===== config.mk =====
export PLATFORM = sky130hd
export DESIGN_NAME = llc_credit_queue
export DESIGN_NICKNAME = d
export VERILOG_FILES = /design/src/llc_credit_queue.sv
export SDC_FILE = /design/constraint.sdc
export NUM_CORES = 1
export LEC_CHECK = 0
export ABC_CLOCK_PERIOD_IN_PS = 3400
export BUFFER_PORTS_ARGS = -buffer_cell sky130_fd_sc_hd__buf_2
export CORE_AREA = 5 5 42 44
export CTS_CLUSTER_SIZE = 30
export DETAILED_ROUTE_END_ITERATION = 12
export DIE_AREA = 0 0 47 49
export MAX_ROUTING_LAYER = met4
export PLACE_DENSITY = 0.37
export SLEW_MARGIN = 10
export SYNTH_ARGS = -nofsm -noshare
export SYNTH_HDL_FRONTEND = slang
export SYNTH_SLANG_ARGS = --single-unit

===== constraint.sdc =====
create_clock -name clk -period 3.4 [get_ports clk]
set_input_delay 0.34 -clock clk [delete_from_list [all_inputs] [get_ports clk]]
set_output_delay 0.34 -clock clk [all_outputs]
set_load 0.02 [all_outputs]

===== src/llc_credit_queue.sv =====
/* circular FIFO that hands back one credit per popped entry */
module llc_credit_queue #(
    parameter int  DEPTH  = 2,
    parameter type item_t = logic
) (
    input  logic  clk,
    input  logic  rst,
    input  logic  push_i,
    input  item_t push_data_i,
    output logic  valid_o,
    output item_t data_o,
    input  logic  pop_i,
    output logic  credit_o
);

    localparam int PTR_BITS = (DEPTH > 1) ? $clog2(DEPTH) : 1;

    item_t               mem [DEPTH];
    logic [PTR_BITS-1:0] rd_ptr;
    logic [PTR_BITS-1:0] wr_ptr;
    logic [PTR_BITS:0]   count;
    logic                do_pop;

    assign valid_o  = (count != '0);
    assign data_o   = mem[rd_ptr];
    assign do_pop   = pop_i && valid_o;
    // credit goes back in the cycle of the pop
    assign credit_o = do_pop;

    always_ff @(posedge clk or negedge rst) begin
        if (!rst) begin
            rd_ptr <= '0;
            wr_ptr <= '0;
            count  <= '0;
        end else begin
            if (push_i) begin
                wr_ptr <= (wr_ptr == PTR_BITS'(DEPTH - 1)) ? '0 : wr_ptr + 1'b1;
            end
            if (do_pop) begin
                rd_ptr <= (rd_ptr == PTR_BITS'(DEPTH - 1)) ? '0 : rd_ptr + 1'b1;
            end
            case ({push_i, do_pop})
                2'b10:   count <= count + 1'b1;
                2'b01:   count <= count - 1'b1;
                default: count <= count;
            endcase
        end
    end

    always_ff @(posedge clk) begin
        if (push_i) begin
            mem[wr_ptr] <= push_data_i;
        end
    end

endmodule


# Yosys cells after proc, flatten, opt, wreduce, memory -nomap -nowiden
# Memory sizes are Yosys's and may differ from the RTL's.
# Cells that the tools add are included.
# word_totals
reg_bits,4
mem_bits_rw,2
elab_cells,18
mem_count,1
# op_classes
n_addsub,4
n_eq_ne,2
mux,5
reduce_logical,3
# mem_list
memory,words,word_bits,rd,rd_clocked_by_memory_dff,wr,line,text
mem,2,1,1,0,1,18,item_t mem [DEPTH];
# op_table
op,count
$mux 1,4
$pmux 2 s2,1
$reduce_bool 2->1,2
$add 1x1->1 const B,2
$add 2x1->2 const B,1
$eq 2x1->1 const B,1
$eq 2x2->1 const B,1
$sub 2x1->2 const B,1
$logic_and 1x1->1,1

# Logic depth before layout (Yosys ltp)
# depth
word_depth,4
ltp_mapped,6

# Worst setup path after synthesis
# No wires, ideal clock.
# synth_path
path_kind,register to register
from,register count[0]
to,register count[1]
setup_ps,79
arrival_time_ps,1410
required_time_ps,3321
slack_ps,1910
stages_incl_launch_ff,6
cell_sequence,dfrtp_1 -> or2_4 -> and2_4 -> ha_1 -> nor2_1 -> xor2_1
# synth_via
elab_chain_len,4
# synth_rtl
item,line,text
from (decl),21,logic [PTR_BITS:0] count;
from (signal assigned),43,2'b10: count <= count + 1'b1;
from (signal assigned),44,2'b01: count <= count - 1'b1;
from (signal assigned),45,default: count <= count;
$reduce_bool 2->1 (*),24,assign valid_o = (count != '0);
named net valid_o,10,"output logic valid_o,"
$logic_and 1x1->1 (*),26,assign do_pop = pop_i && valid_o;
named net credit_o,13,output logic credit_o
$eq 2x1->1 or $eq 2x2->1 (tied branches),42,"case ({push_i, do_pop})"
$pmux 2 s2 or $reduce_bool 2->1 (tied branches),n/a,
# Mark *: on every way through the listed nets, which the timed path passes. The rest lies on a longest branch.
# A chain may end at the register's enable or synchronous reset.

# Worst setup path in the final report
# layout_path
from,register count[1]
to,output port credit_o
# layout_via
elab_chain_len,2
# layout_rtl
item,line
$reduce_bool 2->1,24
$logic_and 1x1->1,26
to (decl),13
# No other way between the ends.

==> impl_results.md <==
- Finished Core Util: 25.0%
- Outcome: complete, no violations
- Power Dens Cells: 883 mW/mm2
- DRT antenna net count: 0
- Worst Setup EP: credit_o
- Die area: 0.00230 mm2
- Synth-to-Final Area Change: 33.3%
- Synthesis-stage register bit count: 6
- Required time at the worst-slack endpoint: 3.06 ns
- Skew-Pair Late Insertion Delay: 0.25 ns
- Min-delay worst type: input pin to flop
- Category of the critical setup timing path: flop to primary output
- Total number of vias: 165
- Num ports: 8
- Htree depth: 1
- Clock buffer depth: 2
- Slack of the worst reg-to-reg path: 1.93 ns
- Fillers: 164
- Wirelength, routed: 500 um
- Number of antenna violations at the first check in global routing: 0
- Clock tree from TritonCTS: yes
- Highest clock rate: 645 MHz
- Endpoints failing hold: 0
- Initial Util: 18.8%
- Startpoint of the most critical register-to-register path: count[1]$_DFFE_PN0P_
- Fin. max-slew vios: 0
- Type of element launching the critical path: flop
- Worst-Margin Slew: 0.135 ns
- Static leakage: 0.160 nW
- Largest area contributor in the netlist: sky130_fd_sc_hd__dfrtp_1
- Number of cell instances on the worst register-to-register path: 5
- Start point of the critical path: count[1]$_DFFE_PN0P_
- Core Rows: 14
- Total Negative Setup Slacks: 0 ns
- Mean Syn Cell Area: 13.8 um2
- Post-synth EDFFs: 2
- Clock slew at the register clock pins of the worst setup and hold paths: 0.05 ns
- Area share of the largest cell type after synthesis: 38.1%
- Congestion Overflow GR: 0
- Placeable core region: 0.00140 mm2
- Cell count after synthesis: 19
- # Max-Cap Violations: 0
- Final number of setup-violating endpoints: 0
- Worst Path Max Fanout: 3
- Maximum number of pins on one net before global-route repair: 5
- Remaining design rule violation count: 0
- Cell with the most instances after synthesis: sky130_fd_sc_hd__dfrtp_1
- Kind of end point of the critical path: primary output
- Overall global routing resource usage: 5.75%
- Die Ht: 49 um
- Wire length of the first global-routing pass: 834 um
- Number of global-route vias before repair: 195
- Mapped Area: 263 um2
- Share of the yosys chip area belonging to registers: 61.0%
- Average vias per placed instance: 3.59
- Reg2Reg Capture Point: count[1]$_DFFE_PN0P_
- Clock Tree Root: sky130_fd_sc_hd__clkbuf_4
- Clk sink count: 6
- Most used flip-flop cell after synthesis: sky130_fd_sc_hd__dfrtp_1
- Maximum vdd drop: 197 uV
- Count of input and output buffers: 7
- Share of final-layout standard cells stronger than drive strength 1: 43.3%
- Weighted congestion reported at the end of routability-driven placement: 0.613
- Count of distinct cell types in the synthesized netlist: 11
- Total number of yosys warnings: 0
- Period utilization: 45.6%
- Post-layout net count: 38
- Detailed Route Iter0 Violations: 0
- Num CTS Buffers: 3
- Antenna diode count: 0
- Die W: 47 um
- Cells taking the most area after synthesis: sky130_fd_sc_hd__dfrtp_1, sky130_fd_sc_hd__edfxtp_1, sky130_fd_sc_hd__xor2_1
- Worst clock skew on the final layout: 0.00478 ns
- CTS resizes: 0
- Asr flop ratio synth: 66.7%
- Worst slew margin relative to its limit: 91.0%
- Most common library cells after synthesis: sky130_fd_sc_hd__dfrtp_1, sky130_fd_sc_hd__xor2_1, sky130_fd_sc_hd__edfxtp_1, sky130_fd_sc_hd__nor2_1, sky130_fd_sc_hd__xnor2_1
- Worst endpoint data arrival time: 1.21 ns
- DR WL/cell: 10.9 um
- Shortest clock period the worst path allows after layout: 1.55 ns
- Router iterations before antenna repair: 1
- Post-synthesis net count: 25
- Count of buffers added by post-CTS timing repair for setup: 0
- Setup repair after global routing missed its margin: false
critical path: stages (launching register included):
cell	delay (ns)
sky130_fd_sc_hd__dfrtp_1	0.39
sky130_fd_sc_hd__or2_4	0.25
sky130_fd_sc_hd__and2_4	0.17
sky130_fd_sc_hd__buf_2	0.15
cell type report:
cell class	count	area, um2	area share [%]
tap	16	20.0	5.71
timing repair buffer	8	45.0	12.9
multi-input combinational	12	98.8	28.2
inverter	1	3.75	1.07
sequential	6	160	45.7
clock buffer	3	22.5	6.43
where the power goes:
group          switching (mW)  leakage, nW  total [mW]  internal, mW
Combinational          0.0540       0.0809       0.113        0.0587
Sequential             0.0229       0.0654       0.130         0.107
Clock                  0.0271       0.0138      0.0671        0.0400
sequential cells by signal, summed over array words and instances (netlist names):
| signal | count |
|---|---|
| mem | 2 |
| count | 2 |
| wr_ptr | 1 |
| rd_ptr | 1 |
placed cells by master (no fill, tap or decap), drive strengths merged, types with 2 or more instances in the layout:
cell type,instances
xor2,3
dfrtp,4
and2,2
clkbuf,3
xnor2,2
edfxtp,2
nor2,2
buf,7
layer usage:
layer	part of all wire (%)	routed length [um]	GRT usage, %
met4	0	0	5.53
met1	41	206	5.41
met5	0	0	-
met3	5.6	28	2.21
met2	53	265	8.37
per-stage QoR:
stage	power [mW]	std cells	cell area [um2]	setup WS, ns	hold WS (ns)
4_1_cts	0.316	46	350	1.83	0.276
5_1_grt	0.330	46	350	1.81	0.284
2_1_floorplan	0.213	19	263	1.91	0.0444
3_5_place_dp	0.244	42	318	1.93	0.159
6_report	0.309	46	350	1.85	0.284
3_3_place_gp	0.240	42	318	1.95	0.154
repair_timing:
item                                   4_1_cts  5_1_grt
endpoints found under the hold margin        4        0
hold buffers                                 1        0
setup endpoints to repair                    0        0
worst min-delay path by stage:
stage | cells after the start | endpoint | from
floorplan | 0 | count[0]$_DFFE_PN0P_ | rst
global placement | 1 | rd_ptr$_DFFE_PN0P_ | rst
detailed placement | 1 | rd_ptr$_DFFE_PN0P_ | rst
CTS | 1 | mem[0]$_DFFE_PP_ | push_data_i
global route | 1 | mem[0]$_DFFE_PP_ | push_data_i
finish | 1 | mem[0]$_DFFE_PP_ | push_data_i
logic make-up after synthesis:
family / count (synthesis) / share of synthesized area (%)
and+or+nand+nor: 5 / 11.9
DFF: 6 / 61.0
buffers and inverters: 1 / 1.43
xor gates and xnor gates: 5 / 16.7
adders and majority gates: 1 / 4.76
muxes: 1 / 4.29
Note: power is estimated with default switching activity, not from simulation.
