File: src/llc_cfg_pkg.sv
/* cache geometry constants, credit counts, address and storage types,
   line state encoding */
package llc_cfg_pkg;

    // geometry
    localparam int LLC_WAYS       = 4;
    localparam int LLC_SET_BITS   = 4;
    localparam int LLC_SETS       = 1 << LLC_SET_BITS;
    localparam int LLC_TAG_BITS   = 8;
    localparam int WORDS_PER_LINE = 4;
    localparam int WORD_BITS      = 32;

    // flow control
    localparam int REQ_CREDITS    = 2;
    localparam int RSP_CREDITS    = 2;
    localparam int MEM_CREDITS    = 2;
    localparam int STAGE_DEPTH    = 2;
    localparam int SET_TABLE_SIZE = 4;

    typedef logic [LLC_SET_BITS-1:0] llc_set_t;
    typedef logic [LLC_TAG_BITS-1:0] llc_tag_t;
    typedef logic [1:0]              llc_way_t;
    typedef logic [1:0]              word_off_t;
    typedef logic [WORD_BITS-1:0]    word_t;

    // word 0 sits in the lowest bits
    typedef word_t [WORDS_PER_LINE-1:0] line_t;

    // wide enough for counts up to 3
    typedef logic [1:0] credit_cnt_t;

    typedef struct packed {
        llc_tag_t tag;
        llc_set_t set;
    } line_addr_t;

    typedef enum logic [1:0] {
        LINE_INVALID,
        LINE_CLEAN,
        LINE_DIRTY
    } llc_line_state_e;

endpackage

File: src/llc_msg_pkg.sv
/* request, response and memory opcodes, channel messages,
   set view and stage queue item */
package llc_msg_pkg;

    import llc_cfg_pkg::*;

    typedef enum logic {
        OP_READ,
        OP_WRITE
    } llc_op_e;

    typedef enum logic {
        MEM_READ,
        MEM_WRITE
    } mem_op_e;

    // 47 bits
    typedef struct packed {
        llc_op_e    op;
        line_addr_t addr;
        word_off_t  off;
        word_t      data;
    } llc_req_t;

    // data is zero for writes
    typedef struct packed {
        llc_op_e op;
        word_t   data;
    } llc_rsp_t;

    // line only meaningful on MEM_WRITE
    typedef struct packed {
        mem_op_e    op;
        line_addr_t addr;
        line_t      line;
    } mem_req_t;

    typedef struct packed {
        line_t line;
    } mem_rsp_t;

    typedef struct packed {
        llc_tag_t        tag;
        llc_line_state_e state;
        line_t           line;
    } way_view_t;

    typedef struct packed {
        way_view_t [LLC_WAYS-1:0] ways;
        llc_way_t                 evict_ptr;
    } set_view_t;

    typedef struct packed {
        llc_req_t  req;
        set_view_t view;
    } stage_item_t;

endpackage

File: src/llc_decoder.sv
/* input decode, set hazard stall, store read and stage queue push */
module llc_decoder (
    input  logic                     clk,
    input  logic                     rst,
    input  logic                     req_valid_i,
    input  llc_msg_pkg::llc_req_t    req_i,
    output logic                     req_pop_o,
    input  logic                     stage_credit_i,
    input  logic                     table_hit_i,
    input  logic                     table_full_i,
    output logic                     table_add_o,
    output logic                     rd_en_o,
    output llc_cfg_pkg::llc_set_t    rd_set_o,
    input  llc_msg_pkg::set_view_t   rd_view_i,
    output logic                     stage_push_o,
    output llc_msg_pkg::stage_item_t stage_item_o
);

    import llc_cfg_pkg::*;
    import llc_msg_pkg::*;

    credit_cnt_t stage_credits;
    logic        pop;
    logic        issued_q;
    llc_req_t    issued_req_q;

    // stall on a busy set, a full table or no room downstream
    assign pop = req_valid_i && !table_hit_i && !table_full_i && (stage_credits != '0);

    assign req_pop_o   = pop;
    assign table_add_o = pop;
    assign rd_en_o     = pop;
    assign rd_set_o    = req_i.addr.set;

    // read data arrives now, pair it with last cycle's request
    assign stage_push_o      = issued_q;
    assign stage_item_o.req  = issued_req_q;
    assign stage_item_o.view = rd_view_i;

    // credit is spent at the pop, the push always follows
    always_ff @(posedge clk or negedge rst) begin
        if (!rst) begin
            stage_credits <= credit_cnt_t'(STAGE_DEPTH);
            issued_q      <= 1'b0;
        end else begin
            stage_credits <= stage_credits + credit_cnt_t'(stage_credit_i)
                             - credit_cnt_t'(pop);
            issued_q      <= pop;
        end
    end

    always_ff @(posedge clk) begin
        if (pop) begin
            issued_req_q <= req_i;
        end
    end

endmodule

File: config.mk
export PLATFORM = sky130hd
export DESIGN_NAME = llc_decoder
export DESIGN_NICKNAME = d
export VERILOG_FILES = /design/src/llc_cfg_pkg.sv /design/src/llc_msg_pkg.sv /design/src/llc_decoder.sv
export SDC_FILE = /design/constraint.sdc
export NUM_CORES = 1
export LEC_CHECK = 0
export BUFFER_PORTS_ARGS = -buffer_cell sky130_fd_sc_hd__clkbuf_2
export CORE_AREA = 8 8 463 465
export DETAILED_ROUTE_END_ITERATION = 10
export DIE_AREA = 0 0 471 473
export PLACE_DENSITY = 0.3
export SLEW_MARGIN = 15
export SYNTH_ARGS = -nofsm -noshare
export SYNTH_HDL_FRONTEND = slang
export SYNTH_SLANG_ARGS = --single-unit
File: constraint.sdc
create_clock -name clk -period 5.6 [get_ports clk]
set_clock_uncertainty 0.15 [all_clocks]
set_input_delay 0 -clock clk [delete_from_list [all_inputs] [get_ports clk]]
set_output_delay 0 -clock clk [all_outputs]
set_load 0.1 [all_outputs]
==> reports/qor.csv, run 1 <==
metric,value,unit
gp_congestion,0.841,
design.portCount,1216,
synth_compound_gate_area_share,0,%
synthMuxAreaShare,0,%
dpl.hpwl,160000,µm
synthesized_cell_area,0.00576,mm²
yosysWarnings,0,
place_worst_setup_slack,3.40,ns
cts_buffers,5,
cts.path.max_buffers,2,
main_combinational_cell_family_by_area_after_synthesis,buffers and inverters,
netlist_instances,618,
core.rowCount,167,
outcome.stop_stage,4_1_cts,
synth_adder_area_share,0.434,%
post-cts-setup-buffers,0,
numPlacedInstances,2870,
stop_error,[ERROR RSZ-0060] Max buffer count reached.,
synth_simple_gate_area_share,0.326,%
run_status,stopped before the end,
synth_xor_xnor_area_share,0.304,%
yosys.cell_types.count,9,
postSynthRegisterBits,50,
synthesis.area_per_instance,9.32,µm²
cts_hold_buf,576,
die_x,471,µm
cts-resized-gates,0,
cts-htree-levels,2,
clockRootBuffer,sky130_fd_sc_hd__clkbuf_16,
die_y,473,µm
effective_utilization_at_floorplan,2.79,%
synth-seq-area-share,25.8,%
synth_fp_nets,1227,
io_buffers,107,
clock-sinks,50,
-- synth_stat cells --
cell	instances	area [µm²]
sky130_fd_sc_hd__inv_1	2	7.51
sky130_fd_sc_hd__xnor2_1	2	17.5
sky130_fd_sc_hd__buf_4	560	4200
sky130_fd_sc_hd__nor4b_2	1	15.0
sky130_fd_sc_hd__nor2_1	1	3.75
sky130_fd_sc_hd__ha_1	2	25.0
sky130_fd_sc_hd__edfxtp_1	47	1410
sky130_fd_sc_hd__dfrtp_1	2	50.1
sky130_fd_sc_hd__dfstp_2	1	26.3
-- stage by stage --
stage          hold slack, ns  area [µm²]
3_5_place_dp           -0.331        5500
2_1_floorplan          -0.446        5770
3_3_place_gp           -0.328        5500
-- kinds of logic after synthesis --
family	count (synthesis)
simple gates	2
xor+xnor	2
fa+ha+maj	2
flops	50
buf+inv	562
==> inputs of run 2 (changes only) <==
CORE_AREA = 8 8 473 475   (was 8 8 463 465)
DIE_AREA = 0 0 481 483   (was 0 0 471 473)
PLACE_DENSITY = not set   (was 0.3)
PLACE_DENSITY_LB_ADDON = 0.15   (was not set)
==> run 2 against run 1 <==
- the flow now finishes without violations
- synthesized area did not move
- synthesized cell count did not move
==> reports/qor.csv, run 2 <==
metric,value,unit
ant_nets,0,
grt_start_max_net_pins,53,
worst_pin_slew,1.25,ns
die_x,481,µm
dr.pass1.iters,4,
grt_overflow,0,
count_of_flip_flops_with_a_built_in_enable_after_synthesis,47,
synth_largest_type_area_fraction,73.0,%
achievable-frequency,403,MHz
drv_slew,0,
layout-area-overhead-vs-synth,155,%
timing.final.ws_setup,3.12,ns
detailroute.via_count,5087,
postSynthRegisterBits,50,
synth_fp_nets,1227,
setup_repair_after_global_routing_missed_its_margin,false,
post_detailed_route_drc_marker_count,0,
synth_top_cells_by_area,"sky130_fd_sc_hd__buf_4 73%, sky130_fd_sc_hd__edfxtp_1 25%, sky130_fd_sc_hd__dfrtp_1 0.87%",
mostFrequentLayoutCells,"330 x sky130_fd_sc_hd__dlygate4sd3_1, 274 x sky130_fd_sc_hd__buf_12, 107 x sky130_fd_sc_hd__clkbuf_2",
io_buffers,107,
grt_pass1_vias,5382,
netlist_instances,618,
layout_commonest_cell,sky130_fd_sc_hd__dlygate4sd3_1,
synthesized_cell_area,0.00576,mm²
synth_commonest_cells,"560 x sky130_fd_sc_hd__buf_4, 47 x sky130_fd_sc_hd__edfxtp_1",
place_worst_setup_slack,3.10,ns
yosys_most_used_dff,sky130_fd_sc_hd__edfxtp_1,
effective_utilization_at_floorplan,2.67,%
max_cap_violations,0,
vias_per_cell,1.40,
final_hold_viol_count,0,
tritoncts,built,
power_per_cell_area,242,mW/mm²
fin_crit_sh,44.3,%
grt_pass1_wl,167000,µm
cts_buffers,5,
cp.required,5.45,ns
synth-seq-area-share,25.8,%
clk_latency,0.31,ns
gp_congestion,0.753,
finish.net_count,1386,
post-cts-setup-buffers,0,
core.rowCount,171,
postSynth.asyncResetShare,6.00,%
dpl.hpwl,147000,µm
cts-resized-gates,0,
clock-sinks,50,
cp_data_arrival_time,2.33,ns
fin_total_pwr,3550,µW
holdCritPathClass,input port to output port,
drt-wirelength-per-cell,41.6,µm
wl,152000,µm
critPathKind,flop to output port,
clockRootBuffer,sky130_fd_sc_hd__clkbuf_16,
cts.path.max_buffers,2,
drtIter0Drc,146,
min_period,2.48,ns
crit_fanout,52,
largest_register_ff_count,47,
die_y,483,µm
setup.worst_path.start_class,flop,
max-vdd-ir-drop,0.126,mV
design.die.area,0.232,mm²
layout-drive-gt1-share,50.4,%
cts_hold_buf,604,
setup_viol,0,
tns,0,ns
leakage_power_of_the_design,0.00499,µW
core_box_area,0.216,mm²
cts.clk_slew.worst_paths,0.07,ns
max-slew-margin-rel,16.2,%
synthesis.area_per_instance,9.32,µm²
global_route.usage.total,12.3,%
design.portCount,1216,
synth_largest_area_cell,sky130_fd_sc_hd__buf_4,
run_status,"complete, no violations",
yosysWarnings,0,
synth_most_common_cell,sky130_fd_sc_hd__buf_4,
grt_antenna_before_repair,114,
yosys.cell_types.count,9,
cp-end-kind,output port,
cts-htree-levels,2,
## run 2: power breakdown
| part | internal, µW | switching, µW | total, µW | leakage [µW] |
|---|---|---|---|---|
| Clock | 212 | 151 | 363 | 0.0000843 |
| Sequential | 446 | 10.2 | 456 | 0.000465 |
| Combinational | 594 | 2140 | 2730 | 0.00444 |
| Total | 1250 | 2300 | 3550 | 0.00499 |
## run 2: per-stage QoR
stage	cell area [µm²]	hold WS (ns)	cells	utilization [%]
3_3_place_gp	5680	-0.348	3020	2.63
6_report	14700	0.00553	3643	6.79
5_1_grt	14700	0.00692	3638	6.78
4_1_cts	14600	0.0106	3632	6.77
3_5_place_dp	5680	-0.345	3020	2.63
2_1_floorplan	5770	-0.446	618	-
## run 2: metal layers
layer | vias up | routed length (µm) | track usage, %
met1 | 2267 | 52200 | 12.7
li1 | 1677 | - | -
met5 | - | 415 | 0
met3 | 134 | 25500 | 8.81
met4 | 64 | 1060 | 0.781
met2 | 945 | 72500 | 21.4
## run 2: final cells by class
type,count,area [µm²]
Multi-Input combinational cell,6,70.1
Timing Repair Buffer,712,9330
Antenna cell,11,27.5
Sequential cell,50,1490
Tap cell,2854,3570
Clock buffer,5,125
Clock inverter,3,43.8
Inverter,2,7.51
Fill cell,25200,201000
## run 2: cells by family after synthesis
logic type	Yosys count	synth area share, %
flops	50	25.8
fa+ha+maj	2	0.434
simple gates	2	0.326
xor+xnor	2	0.304
buf+inv	562	73.1
## run 2: path summary, 6_finish.rpt
path | startpoint | endpoint | slack [ns] | depth (start not counted)
min in group asynchronous | rst | stage_credits[1]$_DFF_PN1_ | 0.06 | 2
hold / removal | rd_view_i[19] | stage_item_o[19] | 0.006 | 1
setup reg to reg | stage_credits[1]$_DFF_PN1_ | stage_credits[1]$_DFF_PN1_ | 3.12 | 8
hold reg to reg | stage_credits[1]$_DFF_PN1_ | stage_credits[1]$_DFF_PN1_ | 0.34 | 1
max in group asynchronous | rst | stage_push_o$_DFF_PN0_ | 4.69 | 3
setup / recovery | stage_credits[1]$_DFF_PN1_ | table_add_o | 3.12 | 4
## run 2: critical path, cell delays in order, from the launching register on
cell and delay [ns]:
sky130_fd_sc_hd__dfstp_2 0.54, sky130_fd_sc_hd__nor2_1 0.08, sky130_fd_sc_hd__nor4b_4 0.20, sky130_fd_sc_hd__buf_4 0.59, sky130_fd_sc_hd__clkbuf_2 0.58
Power figures use the tool's default switching activity.
