`src/llc_cfg_pkg.sv`:
```
/* cache geometry constants, credit counts, address and storage types,
   line state encoding */
package llc_cfg_pkg;

    // geometry
    localparam int LLC_WAYS       = 4;
    localparam int LLC_SET_BITS   = 4;
    localparam int LLC_SETS       = 1 << LLC_SET_BITS;
    localparam int LLC_TAG_BITS   = 8;
    localparam int WORDS_PER_LINE = 4;
    localparam int WORD_BITS      = 32;

    // flow control
    localparam int REQ_CREDITS    = 2;
    localparam int RSP_CREDITS    = 2;
    localparam int MEM_CREDITS    = 2;
    localparam int STAGE_DEPTH    = 2;
    localparam int SET_TABLE_SIZE = 4;

    typedef logic [LLC_SET_BITS-1:0] llc_set_t;
    typedef logic [LLC_TAG_BITS-1:0] llc_tag_t;
    typedef logic [1:0]              llc_way_t;
    typedef logic [1:0]              word_off_t;
    typedef logic [WORD_BITS-1:0]    word_t;

    // word 0 sits in the lowest bits
    typedef word_t [WORDS_PER_LINE-1:0] line_t;

    // wide enough for counts up to 3
    typedef logic [1:0] credit_cnt_t;

    typedef struct packed {
        llc_tag_t tag;
        llc_set_t set;
    } line_addr_t;

    typedef enum logic [1:0] {
        LINE_INVALID,
        LINE_CLEAN,
        LINE_DIRTY
    } llc_line_state_e;

endpackage

```
`src/llc_set_table.sv`:
```
/* table of sets with a request in flight, hazard check, add and remove */
module llc_set_table (
    input  logic                 clk,
    input  logic                 rst,
    input  llc_cfg_pkg::llc_set_t check_set_i,
    output logic                 hit_o,
    output logic                 full_o,
    input  logic                 add_i,
    input  logic                 remove_i,
    input  llc_cfg_pkg::llc_set_t remove_set_i
);

    import llc_cfg_pkg::*;

    logic [SET_TABLE_SIZE-1:0] valid;
    llc_set_t                  sets [SET_TABLE_SIZE];
    logic [SET_TABLE_SIZE-1:0] free_sel;

    // hazard check and first free entry
    always_comb begin
        hit_o    = 1'b0;
        free_sel = '0;
        for (int i = 0; i < SET_TABLE_SIZE; i++) begin
            if (valid[i] && sets[i] == check_set_i) begin
                hit_o = 1'b1;
            end
            if (!valid[i] && free_sel == '0) begin
                free_sel[i] = 1'b1;
            end
        end
    end

    assign full_o = &valid;

    // an add never lands on the entry being removed
    always_ff @(posedge clk or negedge rst) begin
        if (!rst) begin
            valid <= '0;
        end else begin
            for (int i = 0; i < SET_TABLE_SIZE; i++) begin
                if (remove_i && valid[i] && sets[i] == remove_set_i) begin
                    valid[i] <= 1'b0;
                end
                if (add_i && free_sel[i]) begin
                    valid[i] <= 1'b1;
                end
            end
        end
    end

    always_ff @(posedge clk) begin
        for (int i = 0; i < SET_TABLE_SIZE; i++) begin
            if (add_i && free_sel[i]) begin
                sets[i] <= check_set_i;
            end
        end
    end

endmodule

```
`config.mk`:
```
export PLATFORM = sky130hd
export DESIGN_NAME = llc_set_table
export DESIGN_NICKNAME = d
export VERILOG_FILES = /design/src/llc_cfg_pkg.sv /design/src/llc_set_table.sv
export SDC_FILE = /design/constraint.sdc
export NUM_CORES = 1
export LEC_CHECK = 0
export ABC_AREA = 1
export BUFFER_PORTS_ARGS = -buffer_cell sky130_fd_sc_hd__clkbuf_2
export CORE_MARGIN = 3
export CORE_UTILIZATION = 51
export CTS_CLUSTER_SIZE = 10
export DETAILED_ROUTE_END_ITERATION = 6
export PLACE_DENSITY = 0.74
export SYNTH_ARGS = -nofsm -noshare
export SYNTH_HDL_FRONTEND = slang
export SYNTH_SLANG_ARGS = --single-unit
```
`constraint.sdc`:
```
create_clock -name clk -period 1.2 [get_ports clk]
set_input_delay 0.18 -clock clk [delete_from_list [all_inputs] [get_ports clk]]
set_output_delay 0.18 -clock clk [all_outputs]
set_load 0.02 [all_outputs]
```
Word-level counts from Yosys, hierarchy flattened
Memory sizes are Yosys's and may differ from the RTL's.
Index checks and enable logic that the tools add are counted.
{"block": "word_totals", "output_inout_bits": 2, "n_memories": 1, "wordCells": 78, "reg_bits": 4, "ramBits": 16}
{"block": "classes", "mux": 33, "eq_ne": 8, "reduce_logical": 32}
{"name": "sets", "depth": 4, "word_bits": 4, "rd": 4, "rd_ports_with_merged_regs": 0, "wr": 1, "line": "llc_set_table.sv:16", "source": "llc_set_t sets [SET_TABLE_SIZE];"}
{"op": "$eq 4x4->1", "count": 8}
{"op": "$mux 1", "count": 27}
{"op": "$logic_and 1x1->1", "count": 19}
{"op": "$mux 4", "count": 3}
{"op": "$reduce_or 4->1", "count": 3}
{"op": "$reduce_bool 2->1", "count": 4}
{"op": "$mux 2", "count": 3}
{"op": "$reduce_and 4->1", "count": 1}
{"op": "$logic_not 1->1", "count": 3}
{"op": "$logic_not 3->1", "count": 1}
{"op": "$logic_not 2->1", "count": 1}

Depth between registers and ports, before layout
{"block": "logic_depth", "word_depth": 14, "depth_mapped": 8, "depth_no_buf": 8}

Least setup slack after synthesis
No wires, ideal clock.
{"block": "synth_path", "path_kind": "reg-to-reg", "from": "register valid[1]", "to": "memory sets[2][0] in the netlist's numbering (enable)", "path_stages_with_launch": 3, "setup_slack_ns": -0.019, "t_arrival_ns": 0.846, "required_ns": 0.827, "path_buffers": 0, "synth_period_minus_slack_ns": 1.219, "setup_ns": 0.373, "cell_sequence": "dfrtp_1 -> inv_1 -> nor3_1"}
{"block": "synth_between", "elab_chain_len": 14}
{"element": "start, declared", "line": "llc_set_table.sv:15", "source": "logic [SET_TABLE_SIZE-1:0] valid;"}
{"element": "start signal, assigned", "line": "llc_set_table.sv:38", "source": "valid <= '0;"}
{"element": "start signal, assigned by index", "line": "llc_set_table.sv:42", "source": "valid[i] <= 1'b0;"}
{"element": "start signal, assigned by index", "line": "llc_set_table.sv:45", "source": "valid[i] <= 1'b1;"}
{"element": "$logic_not 1->1 (*)", "line": "llc_set_table.sv:27", "source": "if (!valid[i] && free_sel == '0) begin"}
{"element": "$logic_and 1x1->1 (*)", "line": "llc_set_table.sv:27"}
{"element": "$mux 1 (*)", "line": "llc_set_table.sv:27"}
{"element": "$logic_not 2->1", "line": "llc_set_table.sv:27"}
{"element": "$logic_and 1x1->1", "line": "llc_set_table.sv:27"}
{"element": "$mux 1", "line": "llc_set_table.sv:27"}
{"element": "$logic_not 3->1", "line": "llc_set_table.sv:27"}
{"element": "$logic_and 1x1->1", "line": "llc_set_table.sv:27"}
{"element": "$mux 1", "line": "llc_set_table.sv:27"}
{"element": "$logic_and 1x1->1", "line": "llc_set_table.sv:53", "source": "if (add_i && free_sel[i]) begin"}
{"element": "$mux 1", "line": "llc_set_table.sv:53"}
{"element": "$mux 1 (implied by the code)", "line": "llc_set_table.sv:54", "source": "sets[i] <= check_set_i;"}
{"element": "$reduce_or 4->1 (no source line)"}
{"element": "$mux 2 (no source line) / $mux 1 (equally long branches)"}
{"element": "end, declared", "line": "llc_set_table.sv:16"}
Every way passes the cells marked *; elsewhere a longest branch is shown, timed or not.

==> key figures <==
Floorplan
  – Core Box Area: around 2100 µm²
  – Die X: approximately 54 µm
  – Die Footprint: 2930 µm²
  – Initial Util: 56.7%
  – Std cell rows: 16
  – Die H: 54.1 µm
  – Boundary Pins: 14

Placement
  – Worst slack at placement: -0.0630 ns
  – Cells after DPL: 203
  – GP Congestion: between 0.8 and 0.9
  – HPWL Detailed: 2270 µm
  – PortBufs: 13

Synthesis
  – Sequential fraction of the synthesis area: ~50%
  – Synthesized area: around 1200 µm²
  – Mapped Cells: 152
  – Flops & latches, synth: 20
  – XOR/XNOR Fraction of Synth Area: 9.65%
  – Syn_nets: 164
  – Asr flop ratio synth: 20.0%
  – Main combinational cell family by area after synthesis: simple AND/OR/NAND/NOR gates
  – Number of flops mapped to enable cells by yosys: 16
  – Synth Area in Compound Gates: about 3.6%
  – Ys Warns: 0
  – Synth area leaders: edfxtp_1 41%, nand2_1 15%, dfrtp_1 8.5%, inv_1 8.3%, nor2_1 7.0%
  – Number of unique standard cell types used by synthesis: 16
  – Synth cell count leaders: 47 x nand2_1, 26 x inv_1, 22 x nor2_1
  – Top_reg_cell synth: edfxtp_1
  – Mapped Avg Cell Area: 7.76 µm²
  – Cell accounting for the most synthesized area: edfxtp_1
  – Post-synthesis adder-cell area fraction: 0%
  – Mux cell area share after synthesis: 0%
  – Post-synth top area share: about two fifths
  – Synth Area in Simple Gates: 27.6%
  – Most common cell in the synthesized netlist: nand2_1

Power
  – Worst IR Drop VDD: 0.00144 V
  – Leak: 0.782 nW
  – Power per Cell Area: about 1600 nW/µm²

CTS
  – CTS tree: built
  – Sink Count: 20
  – Max H-tree Level: 1
  – Worst-path clk slew: 0.11 ns
  – CTS root buf: clkbuf_4
  – Worst-case clock buffer depth: 2
  – Clock Latency Late Sink: between 0.2 and 0.3 ns
  – Num CTS Buffers: 3

Worst setup path
  – FF-to-FF Start: valid[0]
  – Slowest cell on the critical path: edfxtp_1
  – WP data arrival: 1.44 ns
  – CP max FO: 2
  – R2R Path End: sets[3][2]
  – WP data required: 1.02 ns
  – Critical Path Sink Type: output pin
  – Flop-to-flop setup slack: 0.02 ns
  – WP buf/inv: 3
  – CP cell instances: inv_1, nor2_1, nor2_1, nand3_1, nand2_1, inv_1, nand2_1, clkbuf_8
  – Crit path launch type: register
  – Reg2reg path depth: 5
  – Crit Path Category: reg2out
  – Crit path max-delay family: simple AND/OR/NAND/NOR gates
  – Max incr delay on CP: 0.42 ns

Layout
  – FILL cells: 166
  – Antenna fix cells: 0
  – Share of layout cells above drive strength 1: 28.8%
  – Layout area overhead: 31.1%
  – FF+latch area: roughly 580 µm²
  – Multi-input logic area: 524 µm²
  – Number of nets in the layout: 204
  – Final non-filler cell total: 218

STA
  – RSZ-0062 raised after global routing: yes
  – Setup TNS: -0.651 ns
  – Final Max Slew Viols: 0
  – Final worst-path cycle share: 135%
  – Max frequency: 616 MHz
  – Final Hold Viols: 0
  – Final-report setup violation count: 2
  – Final Critical Period: roughly 1.6 ns
  – Hold Slack: 0.190 ns
  – Clock Skew: 0.00873 ns
  – Slack of the critical path: -0.423 ns
  – Worst slew pin tran: 0.218 ns
  – Slew headroom: 85.5%

Drt
  – Drt total wl: roughly 3200 µm
  – First-pass DRT Iterations: 4
  – Wire per inst: 14.5 µm
  – ANT nets after route: 0
  – Vias per cell: between 5 and 6
  – DRC violations left: 0
  – First DRT Iteration DRCs: 47
  – Vias: 1131

Worst hold path
  – Min-delay worst type: in2reg
  – Worst Hold Path EP: valid[0]
  – Worst hold start: add_i
  – Hold path depth: 3

GRT
  – Largest net degree at the start of global routing: 12
  – Antenna violations before repair: 0
  – Overall Global Routing Usage: approximately 22%
  – First-pass GRT wire length: 4550 µm
  – Vias in the first global route: approximately 1.0k
  – Total grt overflow: 0

Job
  – Max cap viols: 0

Outcome
  – Outcome: complete, but fails checks
  – Violated checks: negative setup slack
-- repair_timing --
action                                  in CTS  in global routing
setup buffers                                5                  5
gates resized for setup                     13                 14
hold buffers                                 1                  0
pin swaps                                    4                  5
endpoints found under the setup margin       6                 15
hold endpoints to repair                     4                  0
-- flip-flops by register name, indices dropped and copies added (netlist names) --
name,cells
sets,16
valid,4
-- routing by layer --
layer / vias up / GRT usage, % / wire, µm
met2: 46 / 39.7 / 1590
met1: 530 / 29.2 / 1240
met3: 10 / 1.66 / 252
li1: 545 / - / -
met4: 0 / 7.05 / 83
met5: - / 0 / 0
-- cells by family after synthesis --
logic type,count (synthesis)
AO/OA/AOI/OAI,8
XOR/XNOR,13
AND/OR/NAND/NOR,82
flip-flops,20
buffers and inverters,29
-- metrics by stage --
stage	area [µm²]	total power [mW]	util, %
after floorplan	1180	1.45	-
after global placement	1370	1.71	65.6
after detailed placement	1370	1.77	65.6
after CTS	1480	2.26	71.0
after global routing	1550	2.56	74.3
final	1550	2.43	74.3
-- placed cells by master (no fill, tap or decap), types with 3 or more instances in the layout --
cell | Yosys | layout
buf_4 | 0 | 21
buf_6 | 1 | 3
clkbuf_2 | 1 | 11
clkbuf_4 | 0 | 3
edfxtp_1 | 16 | 16
inv_1 | 26 | 21
inv_2 | 1 | 3
inv_4 | 0 | 3
nand2_1 | 47 | 43
nand3_1 | 10 | 9
nor2_1 | 22 | 21
o21ai_0 | 5 | 5
xnor2_1 | 6 | 6
xor2_1 | 7 | 7
-- worst max path at each step --
stage          cells after the start      startpoint          to  slack (ns)
5_1_grt                            8      sets[2][1]       hit_o       -0.54
4_1_cts                            9      sets[2][0]       hit_o       -0.38
2_1_floorplan                      2        valid[0]      full_o        0.10
3_3_place_gp                      10  check_set_i[3]       hit_o      -0.006
6_report                           8      sets[2][1]       hit_o       -0.42
3_5_place_dp                       4        valid[0]  sets[3][2]       -0.06
-- worst register-to-register path, cell delays in order (launching register included) --
cell	delay [ns]
dfrtp_2	0.42
buf_6	0.11
nand2_4	0.06
nor2_4	0.10
nand3_2	0.11
inv_4	0.10
-- where the power goes --
group | internal, mW | switching (mW) | leakage [nW]
Clock | 0.121 | 0.190 | 0.0154
Combinational | 0.517 | 0.568 | 0.580
Sequential | 0.916 | 0.120 | 0.187
-- cell type report --
cell class / instances / share of cell area (%)
clock buffers: 3 / 1.46
flip-flops and latches: 20 / 37.7
well taps: 27 / 2.18
multi-input cells: 103 / 33.9
inverters: 27 / 7.04
repair buffers: 37 / 17.5
clock inverters: 1 / 0.243
Note: power is estimated with default switching activity, not from simulation.
