==> config.mk <==
export PLATFORM = sky130hd
export DESIGN_NAME = llc_process
export DESIGN_NICKNAME = d
export VERILOG_FILES = /design/src/llc_cfg_pkg.sv /design/src/llc_msg_pkg.sv /design/src/llc_process.sv
export SDC_FILE = /design/constraint.sdc
export NUM_CORES = 1
export LEC_CHECK = 0
export BUFFER_PORTS_ARGS = -buffer_cell sky130_fd_sc_hd__buf_2
export CORE_AREA = 2 2 419 421
export DETAILED_ROUTE_END_ITERATION = 7
export DIE_AREA = 0 0 421 423
export PLACE_DENSITY = 0.3
export SLEW_MARGIN = 30
export SYNTH_ARGS = -nofsm -noshare
export SYNTH_HDL_FRONTEND = slang
export SYNTH_SLANG_ARGS = --single-unit
export TNS_END_PERCENT = 20
==> constraint.sdc <==
create_clock -name clk -period 11.1 [get_ports clk]
set_input_delay 3.33 -clock clk [delete_from_list [all_inputs] [get_ports clk]]
set_output_delay 3.33 -clock clk [all_outputs]
set_load 0.02 [all_outputs]
==> src/llc_cfg_pkg.sv <==
/* cache geometry constants, credit counts, address and storage types,
   line state encoding */
package llc_cfg_pkg;

    // geometry
    localparam int LLC_WAYS       = 4;
    localparam int LLC_SET_BITS   = 4;
    localparam int LLC_SETS       = 1 << LLC_SET_BITS;
    localparam int LLC_TAG_BITS   = 8;
    localparam int WORDS_PER_LINE = 4;
    localparam int WORD_BITS      = 32;

    // flow control
    localparam int REQ_CREDITS    = 2;
    localparam int RSP_CREDITS    = 2;
    localparam int MEM_CREDITS    = 2;
    localparam int STAGE_DEPTH    = 2;
    localparam int SET_TABLE_SIZE = 4;

    typedef logic [LLC_SET_BITS-1:0] llc_set_t;
    typedef logic [LLC_TAG_BITS-1:0] llc_tag_t;
    typedef logic [1:0]              llc_way_t;
    typedef logic [1:0]              word_off_t;
    typedef logic [WORD_BITS-1:0]    word_t;

    // word 0 sits in the lowest bits
    typedef word_t [WORDS_PER_LINE-1:0] line_t;

    // wide enough for counts up to 3
    typedef logic [1:0] credit_cnt_t;

    typedef struct packed {
        llc_tag_t tag;
        llc_set_t set;
    } line_addr_t;

    typedef enum logic [1:0] {
        LINE_INVALID,
        LINE_CLEAN,
        LINE_DIRTY
    } llc_line_state_e;

endpackage

==> src/llc_msg_pkg.sv <==
/* request, response and memory opcodes, channel messages,
   set view and stage queue item */
package llc_msg_pkg;

    import llc_cfg_pkg::*;

    typedef enum logic {
        OP_READ,
        OP_WRITE
    } llc_op_e;

    typedef enum logic {
        MEM_READ,
        MEM_WRITE
    } mem_op_e;

    // 47 bits
    typedef struct packed {
        llc_op_e    op;
        line_addr_t addr;
        word_off_t  off;
        word_t      data;
    } llc_req_t;

    // data is zero for writes
    typedef struct packed {
        llc_op_e op;
        word_t   data;
    } llc_rsp_t;

    // line only meaningful on MEM_WRITE
    typedef struct packed {
        mem_op_e    op;
        line_addr_t addr;
        line_t      line;
    } mem_req_t;

    typedef struct packed {
        line_t line;
    } mem_rsp_t;

    typedef struct packed {
        llc_tag_t        tag;
        llc_line_state_e state;
        line_t           line;
    } way_view_t;

    typedef struct packed {
        way_view_t [LLC_WAYS-1:0] ways;
        llc_way_t                 evict_ptr;
    } set_view_t;

    typedef struct packed {
        llc_req_t  req;
        set_view_t view;
    } stage_item_t;

endpackage

==> src/llc_process.sv <==
/* lookup, victim choice, writeback, fill, write merge, store update,
   set release and response */
module llc_process (
    input  logic                        clk,
    input  logic                        rst,
    input  logic                        item_valid_i,
    input  llc_msg_pkg::stage_item_t    item_i,
    output logic                        item_pop_o,
    output logic                        wr_en_o,
    output llc_cfg_pkg::llc_set_t        wr_set_o,
    output llc_cfg_pkg::llc_way_t        wr_way_o,
    output llc_cfg_pkg::llc_tag_t        wr_tag_o,
    output llc_cfg_pkg::llc_line_state_e wr_state_o,
    output llc_cfg_pkg::line_t           wr_line_o,
    output llc_cfg_pkg::llc_way_t        wr_evict_ptr_o,
    output logic                        table_remove_o,
    output llc_cfg_pkg::llc_set_t        remove_set_o,
    output logic                        mem_req_valid_o,
    output llc_msg_pkg::mem_req_t       mem_req_o,
    input  logic                        mem_credit_i,
    input  logic                        mem_rsp_valid_i,
    input  llc_msg_pkg::mem_rsp_t       mem_rsp_i,
    output logic                        rsp_valid_o,
    output llc_msg_pkg::llc_rsp_t       rsp_o,
    input  logic                        rsp_credit_i
);

    import llc_cfg_pkg::*;
    import llc_msg_pkg::*;

    typedef enum logic [2:0] {
        LOOKUP,
        WRITEBACK,
        FILL_REQ,
        FILL_WAIT,
        RESPOND
    } proc_state_e;

    proc_state_e     state;
    credit_cnt_t     mem_credits;
    credit_cnt_t     rsp_credits;
    llc_req_t        req;
    set_view_t       view;
    logic            hit;
    logic            all_valid;
    llc_way_t        hit_way;
    llc_way_t        victim_way;
    llc_way_t        way_q;
    llc_way_t        ptr_q;
    line_t           line_q;
    llc_line_state_e line_state_q;
    line_t           merged;

    // item stays at the queue head until RESPOND pops it
    assign req  = item_i.req;
    assign view = item_i.view;

    // lowest invalid way wins, else the eviction pointer
    always_comb begin
        hit        = 1'b0;
        hit_way    = '0;
        all_valid  = 1'b1;
        victim_way = view.evict_ptr;
        for (int w = LLC_WAYS - 1; w >= 0; w--) begin
            if (view.ways[w].state != LINE_INVALID && view.ways[w].tag == req.addr.tag) begin
                hit     = 1'b1;
                hit_way = llc_way_t'(w);
            end
            if (view.ways[w].state == LINE_INVALID) begin
                all_valid  = 1'b0;
                victim_way = llc_way_t'(w);
            end
        end
    end

    assign mem_req_valid_o = (state == WRITEBACK || state == FILL_REQ) && (mem_credits != '0);
    assign rsp_valid_o     = (state == RESPOND) && (rsp_credits != '0);

    always_comb begin
        mem_req_o.op   = MEM_READ;
        mem_req_o.addr = req.addr;
        mem_req_o.line = '0;
        if (state == WRITEBACK) begin
            mem_req_o.op       = MEM_WRITE;
            mem_req_o.addr.tag = view.ways[way_q].tag;
            mem_req_o.line     = view.ways[way_q].line;
        end
    end

    always_comb begin
        merged = line_q;
        if (req.op == OP_WRITE) begin
            merged[req.off] = req.data;
        end
    end

    assign rsp_o.op   = req.op;
    assign rsp_o.data = (req.op == OP_READ) ? line_q[req.off] : '0;

    // store update, set release and pop go with the response
    assign item_pop_o     = rsp_valid_o;
    assign table_remove_o = rsp_valid_o;
    assign remove_set_o   = req.addr.set;
    assign wr_en_o        = rsp_valid_o;
    assign wr_set_o       = req.addr.set;
    assign wr_way_o       = way_q;
    assign wr_tag_o       = req.addr.tag;
    assign wr_state_o     = (req.op == OP_WRITE) ? LINE_DIRTY : line_state_q;
    assign wr_line_o      = merged;
    assign wr_evict_ptr_o = ptr_q;

    always_ff @(posedge clk or negedge rst) begin
        if (!rst) begin
            state       <= LOOKUP;
            mem_credits <= credit_cnt_t'(MEM_CREDITS);
            rsp_credits <= credit_cnt_t'(RSP_CREDITS);
        end else begin
            mem_credits <= mem_credits + credit_cnt_t'(mem_credit_i)
                           - credit_cnt_t'(mem_req_valid_o);
            rsp_credits <= rsp_credits + credit_cnt_t'(rsp_credit_i)
                           - credit_cnt_t'(rsp_valid_o);
            case (state)
                LOOKUP: begin
                    if (item_valid_i) begin
                        if (hit) begin
                            state <= RESPOND;
                        end else if (view.ways[victim_way].state == LINE_DIRTY) begin
                            state <= WRITEBACK;
                        end else begin
                            state <= FILL_REQ;
                        end
                    end
                end
                WRITEBACK: if (mem_req_valid_o) state <= FILL_REQ;
                FILL_REQ:  if (mem_req_valid_o) state <= FILL_WAIT;
                FILL_WAIT: if (mem_rsp_valid_i) state <= RESPOND;
                RESPOND:   if (rsp_valid_o) state <= LOOKUP;
                default:   state <= LOOKUP;
            endcase
        end
    end

    always_ff @(posedge clk) begin
        if (state == LOOKUP && item_valid_i) begin
            if (hit) begin
                way_q        <= hit_way;
                ptr_q        <= view.evict_ptr;
                line_q       <= view.ways[hit_way].line;
                line_state_q <= view.ways[hit_way].state;
            end else begin
                way_q <= victim_way;
                // pointer only moves when a valid line is evicted
                ptr_q <= all_valid ? view.evict_ptr + 1'b1 : view.evict_ptr;
            end
        end
        if (state == FILL_WAIT && mem_rsp_valid_i) begin
            line_q       <= mem_rsp_i.line;
            line_state_q <= LINE_CLEAN;
        end
    end

endmodule

* Word-level counts from Yosys, hierarchy flattened
Cells that the tools add are included.
** Operators by class
- $add $sub $neg :: 5
- Magnitude comparators :: 5
- Equality and inequality tests :: 14
- Mux-type cells :: 46
- Reductions and logical operators :: 26
** Operators with widths (number)
- binary-select mux 138 bit (select 2 bit) :: 3
- two-way mux 128 bit :: 5
- two-way mux 130 bit :: 2
- two-way mux 138 bit :: 1
- bitwise mux 128 bit :: 1
- two-way mux 32 bit :: 3
- binary-select mux 32 bit (select 2 bit) :: 1
- demux 32 bit (select 2 bit) :: 1
- == test 8 bit :: 4
- two-way mux 2 bit :: 13
- two-way mux 3 bit :: 6
- nonzero test 2 bit :: 8
- one-hot mux 3 bit (5 select lines) :: 1
- < comparator 2 x 3 -> 1 bit (second input constant) :: 4
- != test 2 bit (second input constant) :: 5
- logical AND 1 bit :: 9
- two-way mux 9 bit :: 1
- logical NOT 2 bit :: 4
- two-way mux 1 bit :: 8
- == test 3 x 2 -> 1 bit (second input constant) :: 2
- AND reduction 5 bit :: 1
- adder 2 x 1 -> 2 bit :: 2
- AND reduction 2 bit :: 2
- subtractor 2 x 1 -> 2 bit :: 2
- 7 further kinds :: 7
** Word-level totals
- Bits in registers :: 141
- Input port bits :: 735
- Output and inout port bits :: 329
- Logic and storage cells :: 106

* Logic depth before layout (Yosys ltp)
Gate-level depths: netlist of run 1.
- Depth in word-level cells :: 12
- Mapped depth :: 11

* Least setup slack after synthesis of run 1
OpenSTA, ideal clock, no wires.
- Kind :: input to register
- Start point :: input port item_i[592] (netlist bit)
- End point :: register line_state_q[1]
- Data arrival time :: 14.127 ns
- Setup slack :: -3.572 ns
- Cell stages on the path :: 7
- Buffers on the path :: 1
- Cells stage by stage :: buf_2 > xor2_1 > nor4_1 > and3_1 > nor4_2 > o21ai_0 > o32ai_1
** On the way
- Cells in the longest elaborated chain, start to end :: 8
- Elaborated cells between the ends (all ways) :: 19
- Classes of those cells :: eq/ne (4); mux (10); reduce/logical (5)
** Ends and longest elaborated chain
- start, declared :: RTL line llc_process.sv:7 : input llc_msg_pkg::stage_item_t item_i,
- == test 8 bit :: RTL line llc_process.sv:65 : if (view.ways[w].state != LINE_INVALID && view.ways[w].tag == req.addr.tag) begin
- logical AND 1 bit :: RTL line llc_process.sv:65
- two-way mux 2 bit (4 in series) :: RTL line llc_process.sv:65
- binary-select mux 138 bit (select 2 bit) :: RTL line llc_process.sv:149 : line_state_q <= view.ways[hit_way].state;
- two-way mux 130 bit (implied by the code) :: RTL line llc_process.sv:149
- end signal, assigned :: RTL line llc_process.sv:149
- end, declared :: RTL line llc_process.sv:51 : llc_line_state_e line_state_q;
Parallel ways exist; a longest one is shown, timed or not. The select of a mux whose other input is x is not followed.
A chain may end at the register's enable or synchronous reset.

==> impl_results.md, run 1 <==
- CTS Buf Count: 17
- Yosys top cell area share: 0.2375
- Worst path bufs/invs: 3
- Clock sink count: ~140
- Synth Warn #: 0
- CORE AREA: 173200 um^2
- Drt pass-1 iters: 5
- Final Max Tran Viols: 0
- Avg WL per Cell: 34.64 um
- Vias in the first global route: 20618
- CTS tree: built
- GP Congestion: just over 0.9
- Period utilization: 0.7793
- Unrepaired setup endpoints after global routing: no
- Die W: 421 um
- Row Count: about 150
- Crit path arrival time: 5.32 ns
- Synthesis-to-finish area growth: 49.48%
- All-Layer GR Usage: 0.1815
- Nets: approximately 3300
- H-tree levels: 4
- Static leakage: slightly above 10 nW
- I/O Buffers: 1047
- Initial Util: 0.09633
- DP HPWL: around 140000 um
- Wire length of the first global-routing pass: between 200000 and 250000 um
- Final TNS setup: 0 ns
- Clock Tree Buf Depth: 2
- DR vias/cell: 4.191
- Worst slew pin tran: about 1.0 ns
- Slew Limit Headroom: 0.3361
- Postcts setup bufs: 0
- Die area: between 150000 and 200000 um^2
- Floorplan die height: 423 um
- Min Tclk post-route: around 8.7 ns
- Setup violators final: 0
- CP Capture Type: output port
- Commonest cells post-synth: 168 x mux4_2, 159 x nand2_1, 135 x a21oi_1
- Status: finished, final reports clean
- Sequential-to-total area share from yosys stat: 0.2505
- Post-synth EDFFs: ~130
- Syn avg cell area: 10.18 um^2
- Syn nets: between 2000 and 2500
- Hold violation total from the final report: 0
- Crit Path Max Fanout: 36
- Vias: 20423
- Fraction of registers with async set/reset: 0.04965
- Largest net degree at the start of global routing: 73
- Congestion Overflow GR: 0
- Initial antenna violation count: 88
- Largest cells by area after synthesis: edfxtp_1 24%, mux4_2 23%, mux2_2 8.7%
- Worst Path Required: between 7 and 8 ns
- Remaining antenna violation count: 0
- Layout cells sized above 1: 0.5685
- CP delay by family, top: buffers and inverters
- Crit path largest cell delay: between 0.5 and 0.6 ns
- Worst path slowest cell: buf_4
- Post-Syn Area: around 17000 um^2
- Most frequent cell after synthesis: mux4_2
- Num ports: between 1000 and 1500
- Synthesized instance count: around 1600
- CTS resizes: 0
- Final Skew: around 0.019 ns
- Max-cap check violation count: 0
- Cell taking the most area after synthesis: edfxtp_1
- Synth Flop Type: edfxtp_1
- Fmax: 115.6 MHz
- Count of different cell masters after synthesis: 50
- Worst setup path category: in2out
- Final WL: roughly 170000 um
- Hold-fix buffers, CTS: 0
- Clk Latency, worst-skew pair: about 0.53 ns
- Initial DRC Count: roughly 2000
- Root Driver: clkbuf_16
- DR DRC count: 0
- Setup crit start kind: input port
- Clock Pin Slew Worst Setup and Hold Paths: 0.08 ns
- Synth Register Bits: 141
- PwrDens: around 150 nW/um^2
- Hold Path Class: reg2reg
- Worst vdd ir: between 100 and 150 uV
- Cell mode on critical path: buf_4
- Total power: ~3.7 mW
- Worst path cell trace: buf_4 -> nand3b_1 -> buf_4 -> mux2_2 -> buf_2
[registers in the layout (all words and copies together) (netlist names)]
signal	count
wr_way_o	2
state	3
line_q	128
rsp_credits	2
mem_credits	2
wr_evict_ptr_o	2
line_state_q	2
[cells by family (layout without fill, tap and decap cells)]
logic type	Yosys count	in the layout	synth area share
fa+ha+maj	4	4	0.002999
other cells	0	17	0
buf+inv	243	1135	0.06605
flops	141	141	0.2505
mux	297	297	0.3137
xor+xnor	39	39	0.02047
simple gates	504	504	0.1532
compound gates	411	411	0.1930
[layout make-up]
| type | count | area (um^2) |
|---|---|---|
| well taps | 2325 | 2909 |
| repair buffers | 1092 | 5650 |
| clock inverters | 13 | 165.2 |
| clock buffers | 19 | 442.9 |
| inverters | 11 | 43.79 |
| flip-flops and latches | 141 | 4182 |
| multi-input cells | 1255 | 11510 |
| diodes | 17 | 42.54 |
| fillers | 19863 | 148300 |
[per-stage QoR]
step	std cells	util	area (um^2)	setup slack [ns]	hold WS (ns)
final	4873	0.1440	24950	2.450	0.4834
after global routing	4863	0.1439	24920	2.258	0.5075
after CTS	4856	0.1438	24910	2.345	0.4960
after detailed placement	4824	0.1402	24300	2.354	0.4851
after global placement	4822	0.1400	24250	1.979	0.4796
after floorplan	1639	-	16690	0.09542	0.4276
[path summary, 6_finish.rpt]
kind | start | endpoint | slack (ns) | cells past startpoint
setup reg to reg | state[0] | line_q[11] | 7.00 | 6
hold / removal | line_state_q[1] | line_state_q[1] | 0.48 | 2
min in group asynchronous | rst | state[1] | 2.63 | 1
setup / recovery | item_i[586] | wr_line_o[87] | 2.45 | 5
max in group asynchronous | rst | rsp_credits[1] | 8.21 | 1
hold reg to reg | line_state_q[1] | line_state_q[1] | 0.48 | 2
[layer usage]
layer	GRT usage	routed length, um
met3	0.03635	10680
met4	0.04916	4287
met5	0	88
met1	0.2322	70570
met2	0.3084	83180
[power by group]
part	leakage (nW)	internal [mW]	switching, mW
Clock	0.286	0.360	0.315
Sequential	1.30	0.746	0.281
Combinational	8.57	0.745	1.26
Total	10.2	1.85	1.86
[placed cells by master, fill, tap and decap left out, drive strengths merged, types with 8 or more instances in the layout]
cell type,n
edfxtp,132
a221o,127
mux2,129
nand3,134
nand2,159
buf,1092
xnor2,14
clkbuf,19
and3,133
a21oi,135
xor2,25
nor3,8
o22a,127
mux4,168
inv,12
diode,17
nor2b,35
nor2,19
[worst min-delay path, delay by kind of cell (launching register included)]
kind	cells	cell delay, ns
DFF	1	0.33
buffers and inverters	1	0.06
AOI/OAI and AO/OA	1	0.05
(Power assumes the default switching activity.)
==> run 2, diff against run 1 <==
==> constraint.sdc (replaced) <==
create_clock -name clk -period 7.4 [get_ports clk]
set_input_delay 2.22 -clock clk [delete_from_list [all_inputs] [get_ports clk]]
set_output_delay 2.22 -clock clk [all_outputs]
set_load 0.02 [all_outputs]
==> impl_results.md, run 2 (same netlist as run 1, synthesis figures left out) <==
- Clock Pin Slew Worst Setup and Hold Paths: 0.07 ns (was 0.08 ns)
- Worst slack, placed: 0.6575 ns (was 2.354 ns)
- Biggest regs: line_q: 128 flops, state: 3 flops (unchanged)
- Slew Limit Headroom: 0.3807 (was 0.3361)
- Avg WL per Cell: 34.19 um (was 34.64 um)
- Floorplan die height: 423 um (unchanged)
- DR vias/cell: 4.131 (was 4.191)
- Period utilization: 0.8962
- Postcts setup bufs: 0 (unchanged)
- Largest net degree at the start of global routing: 77 (was 73)
- Layout cells sized above 1: 0.5693 (was 0.5685)
- Status: finished, final reports clean (unchanged)
- Clock sink count: 141 (unchanged)
- Cell mode on critical path: buf_2 (was buf_4)
- I/O Buffers: 1047 (unchanged)
- Crit Path Max Fanout: 32 (was 36)
- Final Max Tran Viols: 0 (unchanged)
- Min Tclk post-route: approximately 6.6 ns
- Worst reg2reg setup slack: 4.22 ns (was 7.00 ns)
- DP HPWL: 136300 um (was 138600 um)
- Most flops, register: line_q (unchanged)
- Die area: 178100 um^2 (unchanged)
- Wire length of the first global-routing pass: 212700 um (was 215100 um)
- Initial Util: 0.09633 (unchanged)
- H-tree levels: 4 (unchanged)
- Hold-fix buffers, CTS: 0 (unchanged)
- CTS resizes: 0 (unchanged)
- Num ports: 1064 (unchanged)
- Initial DRC Count: 1759 (was 1969)
- Post-layout instance area: 25210 um^2 (was 24950 um^2)
- Max-cap check violation count: 0 (unchanged)
- Fmax: around 150 MHz
- Vias: 20168 (was 20423)
- Worst path slowest cell: nand3_4 (was buf_4)
- Setup violators final: 0 (unchanged)
- Commonest non-fill, non-tap cell in the layout: buf_2 (unchanged)
- Remaining antenna violation count: 0 (unchanged)
- Placed insts: 4827 (was 4824)
- Worst Path Required: 5.18 ns (was 7.77 ns)
- Final WL: 166900 um (was 168800 um)
- Static leakage: 10.25 nW (was 10.16 nW)
- Die W: 421 um (unchanged)
- Row Count: 153 (unchanged)
- Clk Latency, worst-skew pair: 0.49 ns (was 0.53 ns)
- Max FFs per register: 128 (unchanged)
- Total power: 5.573 mW (was 3.707 mW)
- Final Skew: 0.01397 ns (was 0.01863 ns)
- Root Driver: clkbuf_16 (unchanged)
- Fillers: 19901 (was 19863)
- Congestion Overflow GR: 0 (unchanged)
- Final TNS setup: 0 ns (unchanged)
- Synthesis-to-finish area growth: 51.07% (was 49.48%)
- Worst path cell trace: buf_2 -> nand3_4 -> mux2_2 -> buf_2 (was buf_4 -> nand3b_1 -> buf_4 -> mux2_2 -> buf_2)
- Crit. Startpoint: item_i[600] (was item_i[586])
- Crit path capture: wr_line_o[126] (was wr_line_o[87])
- Fin worst setup slack: 0.7678 ns (was 2.450 ns)
- GP Congestion: 0.9237 (was 0.9273)
- All-Layer GR Usage: 0.1791 (was 0.1815)
- Worst vdd ir: 177.4 uV (was 127.8 uV)
- CTS Buf Count: 17 (unchanged)
- Unrepaired setup endpoints after global routing: no (unchanged)
- Clock Tree Buf Depth: 2 (unchanged)
- Hold Path Class: reg2reg (unchanged)
- Vias in the first global route: 20490 (was 20618)
- Reg2reg start: state[0] (unchanged)
- DR DRC count: 0 (unchanged)
- PwrDens: 221.0 nW/um^2 (was 148.6 nW/um^2)
- Initial antenna violation count: 78 (was 88)
- Post-route insts no fill: 4882 (was 4873)
- Hold violation total from the final report: 0 (unchanged)
- Nets: 3260 (was 3257)
- Worst setup path category: in2out (unchanged)
- Reg2Reg Capture Point: line_q[54] (was line_q[11])
- CTS tree: built (unchanged)
- Commonest non-fill, non-tap cells in the layout: 1046 x buf_2, 168 x mux4_2, 158 x nand2_1 (unchanged)
- FF-to-FF path depth: 6 (unchanged)
- Setup crit start kind: input port (unchanged)
- Worst slew pin tran: 0.9289 ns (was 0.9959 ns)
- Crit path arrival time: 4.41 ns (was 5.32 ns)
- Drt pass-1 iters: 5 (unchanged)
- CORE AREA: 173200 um^2 (unchanged)
- CP Capture Type: output port (unchanged)
- Crit path largest cell delay: 0.82 ns (was 0.56 ns)
- Area after DPL: 24560 um^2 (was 24300 um^2)
==> run 2: cell types whose count changed in the layout (fill, tap and decap cells not counted), sizes merged <==
cell / change
inv: +2
diode: +7
clkbuf: -1
clkinvlp: -2
buf: +3
==> run 2: cell type report <==
class	instances	area (um^2)	share of cell area
multi-input combinational	1255	11530	0.4574
timing repair buffer	1095	5891	0.2336
sequential	141	4182	0.1658
tap	2325	2909	0.1154
clock buffer	18	429.2	0.01702
clock inverter	13	165.2	0.006551
antenna	24	60.06	0.002382
inverter	11	43.79	0.001737
==> run 2: per-stage QoR <==
| stage | hold WS, ns | util |
|---|---|---|
| 6_report | 0.4881 | 0.1455 |
| 3_3_place_gp | 0.4776 | 0.1417 |
| 2_1_floorplan | 0.4276 | - |
| 4_1_cts | 0.4922 | 0.1452 |
| 3_5_place_dp | 0.4799 | 0.1418 |
| 5_1_grt | 0.5022 | 0.1454 |
==> run 2: critical path, delay by kind of cell <==
kind                   cells  cell delay, ns
and+or+nand+nor            1            0.82
muxes                      1            0.58
buffers and inverters      2            0.74
==> run 2: per-layer routing <==
layer	up-vias	global-route usage	part of all wire
li1	8398	-	-
met1	10471	0.2282	0.42
met2	1101	0.3049	0.50
met3	176	0.03531	0.061
met4	22	0.05006	0.024
met5	-	0	0.00084
==> run 2: where the power goes <==
| part | switching (mW) | internal [mW] |
|---|---|---|
| clock network | 0.452 | 0.532 |
| logic | 1.92 | 1.16 |
| registers | 0.394 | 1.12 |
==> run 2: worst min-delay path by stage <==
stage                    start         endpoint  slack (ns)  cells after the start
5_1_grt         rsp_credits[1]   rsp_credits[1]        0.50                      1
3_3_place_gp    rsp_credits[1]   rsp_credits[1]        0.48                      1
2_1_floorplan  line_state_q[1]  line_state_q[1]        0.43                      2
3_5_place_dp    rsp_credits[1]   rsp_credits[1]        0.48                      1
4_1_cts         rsp_credits[1]   rsp_credits[1]        0.49                      1
6_report        rsp_credits[1]   rsp_credits[1]        0.49                      1
